File: src/hdl/msi_macros.svh
// Widths and counts are fixed here because the APB register map depends on them; MSI_DATA_W must be 32 or 64
`ifndef MSI_MACROS_SVH
`define MSI_MACROS_SVH

// ------------------------------
// Generator widths
// ------------------------------
`define MSI_NUM_IRQ     4
`define MSI_ADDR_W      40
// 32 or 64 only
`define MSI_DATA_W      32
`define MSI_STRB_W      ((`MSI_DATA_W + 7) / 8)
`define MSI_DEVID_W     16
`define MSI_EVTID_W     16
// Strobe bits covering the event ID bytes
`define MSI_EVT_STRB_W  ((`MSI_EVTID_W + 7) / 8)
`define MSI_THR_W       16

// ------------------------------
// APB register map
// ------------------------------
`define MSI_APB_AW      8
`define MSI_REG_CTRL    8'h00
`define MSI_REG_THR     8'h04
`define MSI_REG_EN      8'h08
`define MSI_REG_STATUS  8'h0C
// ID word for irq i at MSI_REG_ID0 + 4*i
`define MSI_REG_ID0     8'h10

`endif

File: src/hdl/msi_pkg.sv
// Shared bus and config types; ID word layout assumes MSI_DEVID_W + MSI_EVTID_W == 32
`include "msi_macros.svh"

package msi_pkg;

  // ------------------------------
  // AXI response codes
  // ------------------------------
  typedef enum logic [1:0] {
    AXI_OKAY   = 2'b00,
    AXI_EXOKAY = 2'b01,
    AXI_SLVERR = 2'b10,
    AXI_DECERR = 2'b11
  } axi_resp_e;

  // ------------------------------
  // APB channels
  // ------------------------------
  typedef struct packed {
    logic                   psel;
    logic                   penable;
    logic                   pwrite;
    logic [`MSI_APB_AW-1:0] paddr;
    logic [31:0]            pwdata;
  } apb_req_t;

  typedef struct packed {
    logic [31:0] prdata;
    logic        pready;
    logic        pslverr;
  } apb_rsp_t;

  // ------------------------------
  // AXI4-Lite write channels
  // ------------------------------
  // Initiator side, no read channels
  typedef struct packed {
    logic [`MSI_ADDR_W-1:0] awaddr;
    logic                   awvalid;
    logic [`MSI_DATA_W-1:0] wdata;
    logic [`MSI_STRB_W-1:0] wstrb;
    logic                   wvalid;
    logic                   bready;
  } axil_wr_req_t;

  // Target side
  typedef struct packed {
    logic      awready;
    logic      wready;
    axi_resp_e bresp;
    logic      bvalid;
  } axil_wr_rsp_t;

  // ------------------------------
  // Configuration
  // ------------------------------
  // Field view of one ID register, device ID in the upper half
  typedef struct packed {
    logic [`MSI_DEVID_W-1:0] device_id;
    logic [`MSI_EVTID_W-1:0] event_id;
  } msi_ids_t;

  // Same word seen raw by APB and as fields by the generator
  typedef union packed {
    logic [31:0] raw;
    msi_ids_t    ids;
  } msi_id_word_u;

  typedef struct packed {
    logic [`MSI_NUM_IRQ-1:0]       en;
    logic                          throttle_en;
    logic [`MSI_THR_W-1:0]         thr;
    msi_id_word_u [`MSI_NUM_IRQ-1:0] id;
  } msi_cfg_t;

endpackage

File: src/hdl/msi_apb_regs.sv
// Zero-wait APB slave, word offsets only; unmapped offsets raise pslverr, read 0 and ignore writes
`timescale 1ns/10ps
`include "msi_macros.svh"

module msi_apb_regs (
  input  logic               clk,
  input  logic               rst_n,
  input  msi_pkg::apb_req_t  apb_req,
  output msi_pkg::apb_rsp_t  apb_rsp,
  output msi_pkg::msi_cfg_t  cfg,
  input  logic               error
);

  import msi_pkg::*;

  localparam int N = `MSI_NUM_IRQ;

  logic                  access;
  logic                  wr_en;
  logic                  hit_ctrl;
  logic                  hit_thr;
  logic                  hit_en;
  logic                  hit_status;
  logic [N-1:0]          hit_id;
  logic                  mapped;
  logic [31:0]           rd_data;

  // Register state
  logic                  throttle_en_q;
  logic [`MSI_THR_W-1:0] thr_q;
  logic [N-1:0]          en_q;
  msi_id_word_u [N-1:0]  id_q;

  // ------------------------------
  // Address decode
  // ------------------------------
  assign access = apb_req.psel && apb_req.penable;

  assign hit_ctrl   = (apb_req.paddr == `MSI_REG_CTRL);
  assign hit_thr    = (apb_req.paddr == `MSI_REG_THR);
  assign hit_en     = (apb_req.paddr == `MSI_REG_EN);
  assign hit_status = (apb_req.paddr == `MSI_REG_STATUS);

  // One ID word every 4 bytes from ID0
  always_comb begin
    for (int i = 0; i < N; i++) begin
      hit_id[i] = (apb_req.paddr == `MSI_APB_AW'(`MSI_REG_ID0 + 4 * i));
    end
  end

  assign mapped = hit_ctrl || hit_thr || hit_en || hit_status || (|hit_id);
  // Write commits at the edge ending the access phase
  assign wr_en  = access && apb_req.pwrite && mapped;

  // ------------------------------
  // Write path
  // ------------------------------
  always_ff @(posedge clk or negedge rst_n) begin
    if (!rst_n) begin
      throttle_en_q <= 1'b0;
      thr_q         <= '0;
      en_q          <= '0;
      id_q          <= '0;
    end else if (wr_en) begin
      if (hit_ctrl) throttle_en_q <= apb_req.pwdata[0];
      if (hit_thr)  thr_q         <= apb_req.pwdata[`MSI_THR_W-1:0];
      if (hit_en)   en_q          <= apb_req.pwdata[N-1:0];
      // STATUS is read-only, write dropped
      for (int i = 0; i < N; i++) begin
        if (hit_id[i]) id_q[i].raw <= apb_req.pwdata;
      end
    end
  end

  // ------------------------------
  // Read path
  // ------------------------------
  always_comb begin
    rd_data = '0;
    if (hit_ctrl)   rd_data[0]              = throttle_en_q;
    if (hit_thr)    rd_data[`MSI_THR_W-1:0] = thr_q;
    if (hit_en)     rd_data[N-1:0]          = en_q;
    if (hit_status) rd_data[0]              = error;
    for (int i = 0; i < N; i++) begin
      if (hit_id[i]) rd_data = id_q[i].raw;
    end
  end

  assign apb_rsp.prdata  = rd_data;
  // No wait states
  assign apb_rsp.pready  = 1'b1;
  assign apb_rsp.pslverr = access && !mapped;

  // ------------------------------
  // Config to generator
  // ------------------------------
  assign cfg.en          = en_q;
  assign cfg.throttle_en = throttle_en_q;
  assign cfg.thr         = thr_q;
  assign cfg.id          = id_q;

endmodule

File: config.mk
export PLATFORM = sky130hd
export DESIGN_NAME = msi_apb_regs
export DESIGN_NICKNAME = d
export VERILOG_FILES = /design/src/hdl/msi_pkg.sv /design/src/hdl/msi_apb_regs.sv
export VERILOG_INCLUDE_DIRS = /design/src /design/src/hdl
export SDC_FILE = /design/constraint.sdc
export NUM_CORES = 1
export LEC_CHECK = 0
export ABC_CLOCK_PERIOD_IN_PS = 3370
export BUFFER_PORTS_ARGS = -buffer_cell sky130_fd_sc_hd__buf_4
export CAP_MARGIN = 20
export CORE_MARGIN = 2
export CORE_UTILIZATION = 40
export CTS_CLUSTER_DIAMETER = 30
export DETAILED_ROUTE_END_ITERATION = 8
export PLACE_DENSITY = 0.65
export REMOVE_ABC_BUFFERS = 1
export SLEW_MARGIN = 0
export SYNTH_ARGS = -nofsm -noshare
export SYNTH_HDL_FRONTEND = slang
export SYNTH_SLANG_ARGS = --single-unit
File: constraint.sdc
create_clock -name clk -period 3.37 [get_ports clk]
set_input_delay 0.1685 -clock clk [delete_from_list [all_inputs] [get_ports clk]]
set_output_delay 0.1685 -clock clk [all_outputs]
set_load 0.01 [all_outputs]
==> results of run 1 <==
## worst max-delay path, stage by stage
cell and delay, ps:
buf_4 110, or4b_1 690, nor3_4 310, buf_4 310, and3_1 360, buf_4 280
o2bb2ai_1 160, buf_4 150
## layer usage
layer | share of wire, % | global-route usage, % | wire (um) | vias up
li1 | - | - | - | 2383
met1 | 40 | 29.5 | 8930 | 2818
met2 | 52 | 41.1 | 11500 | 196
met3 | 5.3 | 5.41 | 1170 | 35
met4 | 2.6 | 8.80 | 582 | 0
met5 | 0 | 0 | 0 | -
## final cells by class
class | instances | area, um^2
Clock buffer | 20 | 437
Fill cell | 1426 | 7370
Clock inverter | 12 | 180
Multi-Input combinational cell | 310 | 3090
Timing Repair Buffer | 268 | 2120
Inverter | 8 | 30.0
Sequential cell | 149 | 3730
Tap cell | 225 | 282
## worst min-delay path by stage
| stage | slack, ps | endpoint | cells after the start | from |
|---|---|---|---|---|
| detailed placement | 410 | cfg[123] | 1 | rst_n |
| CTS | 1 | thr_q[5] | 2 | apb_req[5] |
| finish | 10 | cfg[45] | 2 | apb_req[13] |
| floorplan | -130 | cfg[0] | 0 | rst_n |
| global route | 5 | cfg[99] | 2 | apb_req[3] |
| global placement | 390 | cfg[27] | 1 | rst_n |
## power breakdown
part / switching, mW / internal (mW)
clock: 0.765 / 1.24
sequential: 0.0163 / 1.81
combinational: 0.153 / 0.123
## synthesized netlist by cell type (2+ instances only)
cell,count
a211oi_1,3
a21o_1,3
a21oi_1,10
a221o_1,3
a22oi_1,15
a31oi_1,2
a32o_1,3
and2_1,9
and3_1,3
buf_1,3
buf_2,9
buf_4,3
buf_6,6
clkbuf_1,16
dfrtp_1,149
inv_1,8
mux2_2,120
mux2_4,30
mux2i_1,3
mux4_2,10
nand2_1,3
nand2b_1,6
nand3_1,6
nand3_4,2
nor2_1,16
nor2b_1,2
nor3_1,4
nor3_2,2
nor3b_1,2
o211ai_1,7
o21a_1,6
o21ai_0,8
o22a_1,2
o22ai_1,3
o2bb2ai_1,7
o32ai_1,6
or4b_1,2
## cell families after synthesis
logic type | share of synthesized area, %
mux | 29.2
flops | 52.9
compound gates | 8.45
simple gates | 6.00
buf+inv | 3.36
other cells | 0.0532
## timing repair
item                      4_1_cts  5_1_grt
hold buffers                   24        0
hold endpoints to repair      170        0
resized for setup               0        0
setup buffers                   0        0
## layout by cell type (no fill, tap or decap), types with 7 or more instances in the layout
master         netlist  layout
dfrtp_1            149     149
mux2_4              30      30
a21oi_1             10      10
o21ai_0              8       8
a22oi_1             15      15
mux4_2              10      10
nor2_1              16      16
mux2_2             120     120
clkbuf_16            0      17
o2bb2ai_1            7       7
and2_1               9       9
buf_4                3     240
o211ai_1             7       7
inv_1                8       8
dlygate4sd3_1        0      24
## state kept, by name, indices dropped and copies added, names as in the netlist
signal,cells
cfg,128
thr_q,16
en_q,4
throttle_en_q,1
## through the flow
step	hold slack [ps]	instances	area (um^2)	total power [mW]
final	14.0	992	9870	4.11
after global routing	5.45	992	9870	4.24
after CTS	1.43	991	9840	4.14
after detailed placement	410	935	8980	2.11
after global placement	389	935	8980	2.10
after floorplan	-127	467	6840	1.92
==> impl_results.md, run 1 <==
- Gr usage total: 24.0%
- Iter 0 DRT Violations: 269
- Ports: 229
- Clock Skew: 0 ps
- MaxCap Viol Count: 0
- Worst slew margin: 48.9%
- Die ar.: 18700 um^2
- CP endpoint: apb_rsp[22]
- Pre-Repair DR Iteration Count: 5
- Remaining DRCs: 0
- Final slew viol count: 0
- Post-layout worst setup margin: 649 ps
- Via count: 5432
- Clk sinks: 149
- Yosys warnings: 0
- Maximum clock path buffer count: 2
- Final hold vios: 0
- Number of global-route vias before repair: 5674
- Share of cells above drive strength 1: 57.6%
- Die W: 137 um
- Setup Crit Path Kind: input port to primary output
- Placer Congestion: 0.882
- Final setup viols: 0
- Post-synth top area share: 52.9%
- Number of core rows: 48
- Setup TNS: 0 ps
- Post-synth EDFFs: 0
- Post-DP HPWL: 14900 um
- Actual slew at the worst max-slew pin: 764 ps
- Die H: 137 um
- Largest net degree at the start of global routing: 115
- Yosys cell types: 49
- Worst IR drop on VDD: 355 uV
- Syn-to-layout area delta: 40.1%
- Sequential-to-total area share from yosys stat: 52.9%
- Final Critical Period: 2720 ps
- First-pass GRT wire length: 33000 um
- Reg2reg end: cfg[31]
- GRT overflow: 0
- R2r setup slk: 2560 ps
- R2R cell count: 1
- Core area: 17200 um^2
- Antenna-violating nets left: 0
- Leading area contributor after synthesis: dfrtp_1
- Clk_lat worst skew: 420 ps
- WL/cell: 22.3 um
- Ranking of synthesized cells by area: dfrtp_1 53%, mux2_2 19%, mux2_4 6.4%, mux4_2 3.2%, a22oi_1 1.6%
- # port buffers: 227
- Synth Instances: 504
- Critical path arrival: 2550 ps
- Vias per cell: 5.48
- Yosys reg bits: 149
- Clock root buffer: clkbuf_16
- Cell Area, Synth: 7040 um^2
- Final WL: 22100 um
- CTS tree: yes
- Crit path from: apb_req[37]
- Leakage power: 5.14 nW
- Clock-pin slew on the worst setup and hold paths: 60 ps
- CP Launch Type: input port
- Average cell area after synthesis: 14.0 um^2
- Synth async-reset ratio: 100%
- R2R Path Start: cfg[31]
- Initial Util: 40.9%
- Final Util: 57.2%
- Ant. Diodes: 0
- Final nets: 800
- RSZ-0062 raised after global routing: no
- Setup WS pre-CTS: 650 ps
- Crit share post-route: 80.7%
- FMAX: 368 MHz
- Htree depth: 4
- HP Class: input port to register
- Worst EP required: 3200 ps
- Power Density: 416 nW/um^2
- Prevailing post-synth register cell: dfrtp_1
- Status: completed
- CTS buffer count: 17
- Crit Path Max Fanout: 18
- Initial antenna violation count: 0
- Critical path endpoint category: primary output
No activity file was read; power rests on OpenSTA's default activity.
==> inputs of run 2 (changes only) <==
- ABC_AREA: default -> 1
- ABC_CLOCK_PERIOD_IN_PS: 3370 -> 2180
- PLACE_DENSITY: 0.65 -> 0.69
- clock period: 3.37 -> 2.18 ns (I/O delays scaled with it)
==> impl_results.md, run 2 <==
- Ant. Diodes: 0
- Combinational Power Share: 4.0%
- RSZ-0062 raised after global routing: no
- Pre-Repair DR Iteration Count: 5
- Crit share post-route: 73.1%
- Remaining DRCs: 0
- Post-layout worst setup margin: 586 ps
- Gr usage total: 22.5%
- Setup bufs post-CTS: 0
- Largest net degree at the start of global routing: 65
- Yosys reg bits: 149
- Post-DP HPWL: 13200 um
- Setup WS pre-CTS: 458 ps
- Reg2reg end: cfg[87]
- Worst IR drop on VDD: 519 uV
- Average cell area after synthesis: 8.73 um^2
- Final setup viols: 0
- Max FFs per register: 128
- Yosys warnings: 0
- Leading area contributor after synthesis: dfrtp_1
- Prevailing post-synth register cell: dfrtp_1
- Final nets: 1042
- Setup Crit Path Kind: input port to primary output
- Initial antenna violation count: 0
- Status: completed
- Hold wc startpoint: apb_req[23]
- Vias per cell: 4.96
- Clk_lat worst skew: 410 ps
- Slowest CP cell: buf_4
- Number of core rows: 47
- Ranking of synthesized cells by area: dfrtp_1 56%, nand2_1 16%, o21ai_1 11%, buf_6 3.0%, inv_1 2.4%
- Worst Hold Path Cells: 3
- Clk pwr share: 49.4%
- CP Launch Type: input port
- Clk sinks: 149
- Share of cells above drive strength 1: 28.5%
- Number of global-route vias before repair: 5821
- Clock root buffer: clkbuf_16
- Hold worst-path end: cfg[119]
- Most common cell after layout, fill and taps aside: nand2_1
- Final WL: 19600 um
- Multi-input gate area: 2430 um^2
- Synth async-reset ratio: 100%
- Internal power: 4.64 mW
- Synth cell count leaders: 288 x nand2_1, 149 x dfrtp_1, 141 x o21ai_1
- Actual slew at the worst max-slew pin: 742 ps
- R2R Path Start: cfg[87]
- Yosys cell types: 22
- Power Density: 647 nW/um^2
- Initial Util: 40.5%
- R2R cell count: 2
- Clock Skew: 0 ps
- FMAX: 627 MHz
- Critical path endpoint category: primary output
- CTS tree: yes
- Most frequent cells in the layout: 288 x nand2_1, 235 x buf_4, 149 x dfrtp_1
- # port buffers: 227
- Antenna-violating nets left: 0
- Die W: 133 um
- Final hold vios: 0
- Post-synth EDFFs: 0
- First-pass GRT wire length: 31500 um
- Setup TNS: 0 ps
- GRT overflow: 0
- FF/Latch Area: 3730 um^2
- Leakage power: 4.79 nW
- Iter 0 DRT Violations: 513
- Syn-to-layout area delta: 37.6%
- Ports: 229
- Buffer and inverter count on the worst path: 3
- R2r setup slk: 1440 ps
- Via count: 6093
- Htree depth: 4
- NetSw: 1.30 mW
- WL/cell: 16.0 um
- CTS buffer count: 17
- Max stage delay on crit path: 290 ps
- Die H: 133 um
- MaxCap Viol Count: 0
- Final slew viol count: 0
- Cell Area, Synth: 6680 um^2
- Top-count cell post-synth: nand2_1
- Sw Ratio: 21.9%
- Worst EP required: 2070 ps
- HP Class: input port to register
- Placer Congestion: 0.777
- Fillcell total: 1479
- Critical path arrival: 1490 ps
- Synth Instances: 765
- Core area: 16500 um^2
- Maximum clock path buffer count: 2
- Worst path top cell family by delay: simple AND/OR/NAND/NOR gates
- Worst slew margin: 50.5%
- Die ar.: 17700 um^2
- Critical Path, Cell by Cell: buf_4, nor2_4, nand2_1, nor2_4, buf_4, nand2_1, nand2_1, a21oi_1, nand3_1, buf_4
- Cell area after placement: 8420 um^2
- Final Critical Period: 1590 ps
- Sequential power share: 46.6%
- Final instance area: 9190 um^2
- Sequential-to-total area share from yosys stat: 55.9%
- Post-synth top area share: 55.9%
- Crit Path Max Fanout: 14
- Clock-pin slew on the worst setup and hold paths: 60 ps
- Crit path depth: 10
[run 2: worst max-delay path by stage]
stage	start	end	slack (ps)
after CTS	apb_req[33]	apb_rsp[14]	570
after global placement	apb_req[39]	cfg[34]	520
after global routing	apb_req[33]	apb_rsp[12]	440
final	apb_req[33]	apb_rsp[11]	590
after floorplan	apb_req[39]	cfg[64]	580
after detailed placement	apb_req[39]	cfg[63]	460
[run 2: kinds of logic (layout without fill, tap and decap cells)]
| group | count (synthesis) | in the layout | share of synthesized area [%] |
|---|---|---|---|
| AND/OR/NAND/NOR | 362 | 362 | 24.0 |
| AO/OA/AOI/OAI | 165 | 165 | 12.4 |
| flip-flops | 149 | 149 | 55.9 |
| buffers and inverters | 88 | 332 | 7.72 |
| other | 1 | 1 | 0.0562 |
[run 2: routing by layer]
| metal | part of all wire (%) | wire length [um] | track usage, % | vias to the layer above |
|---|---|---|---|---|
| met5 | 0 | 0 | 0 | - |
| met4 | 1.5 | 304 | 6.21 | 0 |
| met3 | 6.7 | 1330 | 5.78 | 24 |
| met2 | 48 | 9480 | 36.8 | 210 |
| met1 | 43 | 8540 | 29.9 | 2902 |
| li1 | - | - | - | 2957 |
[run 2: final cells by class]
| type | count | area share (%) |
|---|---|---|
| timing repair buffer | 255 | 21.6 |
| clock inverter | 12 | 1.39 |
| tap | 220 | 3.00 |
| sequential | 149 | 40.6 |
| inverter | 45 | 1.85 |
| multi-input combinational | 528 | 26.5 |
| clock buffer | 20 | 5.08 |
[run 2: worst reg2reg max path: stages (launching register included)]
cell and delay [ps]:
dfrtp_1 440, nand2_1 90, o21ai_1 70
[run 2: power by group through the flow]
stage	Combinational, mW	Clock, mW	Sequential, mW
6_report	0.235	2.93	2.77
5_1_grt	0.268	3.12	2.77
4_1_cts	0.240	2.98	2.77
3_5_place_dp	0.215	0	2.82
3_3_place_gp	0.214	0	2.82
2_1_floorplan	0.0581	0	2.82
[run 2: repair_timing]
action | in CTS | in global routing
resized for setup | 0 | 0
endpoints found under the hold margin | 104 | 0
hold buffers | 17 | 0
[run 2: per-stage QoR]
stage	hold slack, ps	total power [mW]	util, %	std cells
floorplan	-187	2.88	-	722
global placement	119	3.03	51.1	1180
detailed placement	120	3.03	51.1	1180
CTS	0.398	5.99	55.8	1229
global route	13.4	6.15	55.8	1229
finish	12.1	5.94	55.8	1229
==> inputs of run 3 (changes only) <==
- ABC_CLOCK_PERIOD_IN_PS: 2180 -> 1400
- clock period: 2.18 -> 1.4 ns (I/O delays scaled with it)
==> impl_results.md, run 3 (synthesis results as in run 2) <==
- Final setup viols: 9
- Die H: 133 um
- Final Critical Period: 1450 ps
- Reg2reg end: throttle_en_q
- Clock Skew: 0 ps
- Maximum clock path buffer count: 2
- Critical path arrival: 1380 ps
- Post-DP HPWL: 13800 um
- Pre-Repair DR Iteration Count: 5
- Final slew viol count: 0
- Initial Util: 40.5%
- R2R cell count: 4
- Final instance area: 10200 um^2
- Via count: 6454
- CTS tree: yes
- Status: finished with violations
- Most frequent cells in the layout: 273 x nand2_1, 256 x buf_4, 149 x dfrtp_1
- Cell area after placement: 8770 um^2
- # port buffers: 227
- Number of global-route vias before repair: 5998
- Clk sinks: 149
- Iter 0 DRT Violations: 330
- Remaining DRCs: 0
- R2r setup slk: 460 ps
- Most common cell after layout, fill and taps aside: nand2_1
- Slowest CP cell: nor2_4
- CP endpoint: apb_rsp[10]
- Initial antenna violation count: 0
- Ant. Diodes: 0
- Syn-to-layout area delta: 53.1%
- Clk_lat worst skew: 410 ps
- Number of core rows: 47
- Crit share post-route: 103%
- CP Launch Type: input port
- Leakage power: 5.32 nW
- Final WL: 21000 um
- Gr usage total: 23.0%
- Setup WS pre-CTS: -65.9 ps
- Ports: 229
- Clock root buffer: clkbuf_16
- Failing checks: setup timing
- Crit Path Max Fanout: 7
- MaxCap Viol Count: 0
- Largest net degree at the start of global routing: 39
- RSZ-0062 raised after global routing: yes
- Max FFs per register: 128
- R2R Path Start: throttle_en_q
- Setup Crit Path Kind: input port to primary output
- Critical path endpoint category: primary output
- CTS buffer count: 17
- Final hold vios: 0
- Worst IR drop on VDD: 879 uV
- Antenna-violating nets left: 0
- Worst EP required: 1330 ps
- Core area: 16500 um^2
- Die W: 133 um
- Placer Congestion: 0.836
- Final nets: 1112
- Htree depth: 4
- WL/cell: 16.2 um
- Max stage delay on crit path: 210 ps
- Post-layout worst setup margin: -48.8 ps
- First-pass GRT wire length: 32100 um
- Fillcell total: 1434
- GRT overflow: 0
- Crit path from: apb_req[39]
- Pwr Total: 9.35 mW
- Die ar.: 17700 um^2
- Power Density: 914 nW/um^2
- Clock-pin slew on the worst setup and hold paths: 60 ps
- FMAX: 690 MHz
- HP Class: input port to register
- Critical Path, Cell by Cell: buf_6, nor2_4, nand3_4, nor2_4, buf_12, buf_12, nand2_4, nand2_2, a21oi_2, nand3_1, buf_6
- Vias per cell: 4.97
- Share of cells above drive strength 1: 35.0%
-- run 3: timing repair --
action,CTS,global route
endpoints found under the setup margin,25,32
resized for setup,3,66
hold buffers,32,0
pin swaps,2,32
endpoints found under the hold margin,284,0
cloned,0,1
setup buffers,10,23
-- run 3: critical path: cells and delay by family --
kind                   cells  cell delay (ps)
buffers and inverters      4              480
AO/OA/AOI/OAI              1               30
AND/OR/NAND/NOR            6              770
-- run 3: worst min-delay path by stage --
stage          cells past startpoint  startpoint  slack [ps]       to
2_1_floorplan                      0       rst_n        -230   cfg[0]
3_3_place_gp                       1       rst_n          -8  cfg[60]
3_5_place_dp                       1       rst_n          -6  cfg[60]
4_1_cts                            3  apb_req[0]          10   cfg[0]
5_1_grt                            3  apb_req[0]          60   cfg[0]
6_report                           3  apb_req[0]          30   cfg[0]
-- run 3: layer usage --
layer	vias up	global-route usage, %	wire length (um)
met5	-	0	0
met4	0	8.27	405
met3	34	4.60	1190
met2	215	38.3	10500
met1	3101	30.0	8940
li1	3104	-	-
-- run 3: power by group --
part	leakage, nW	internal (mW)	switching (mW)
Sequential	2.08	4.31	0.00269
Clock	0.286	2.85	1.75
Combinational	2.95	0.194	0.235
Total	5.32	7.36	1.99
-- run 3: per-stage QoR --
step	utilization [%]	hold WS [ps]	std cells	TNS, ps
global route	62.1	63.2	1299	-1400
floorplan	-	-226	722	-9380
CTS	59.3	12.7	1275	-192
detailed placement	53.2	-6.34	1201	-498
global placement	53.2	-8.02	1201	-113
finish	62.1	30.5	1299	-140
-- run 3: layout make-up --
cell class                      instances  area (um^2)  share of cell area (%)
Clock inverter                         12          154                    1.51
Sequential cell                       149         3730                    36.5
Clock buffer                           20          447                    4.37
Multi-Input combinational cell        528         2570                    25.2
Tap cell                              220          275                    2.69
Inverter                               45          175                    1.71
Timing Repair Buffer                  325         2870                    28.1
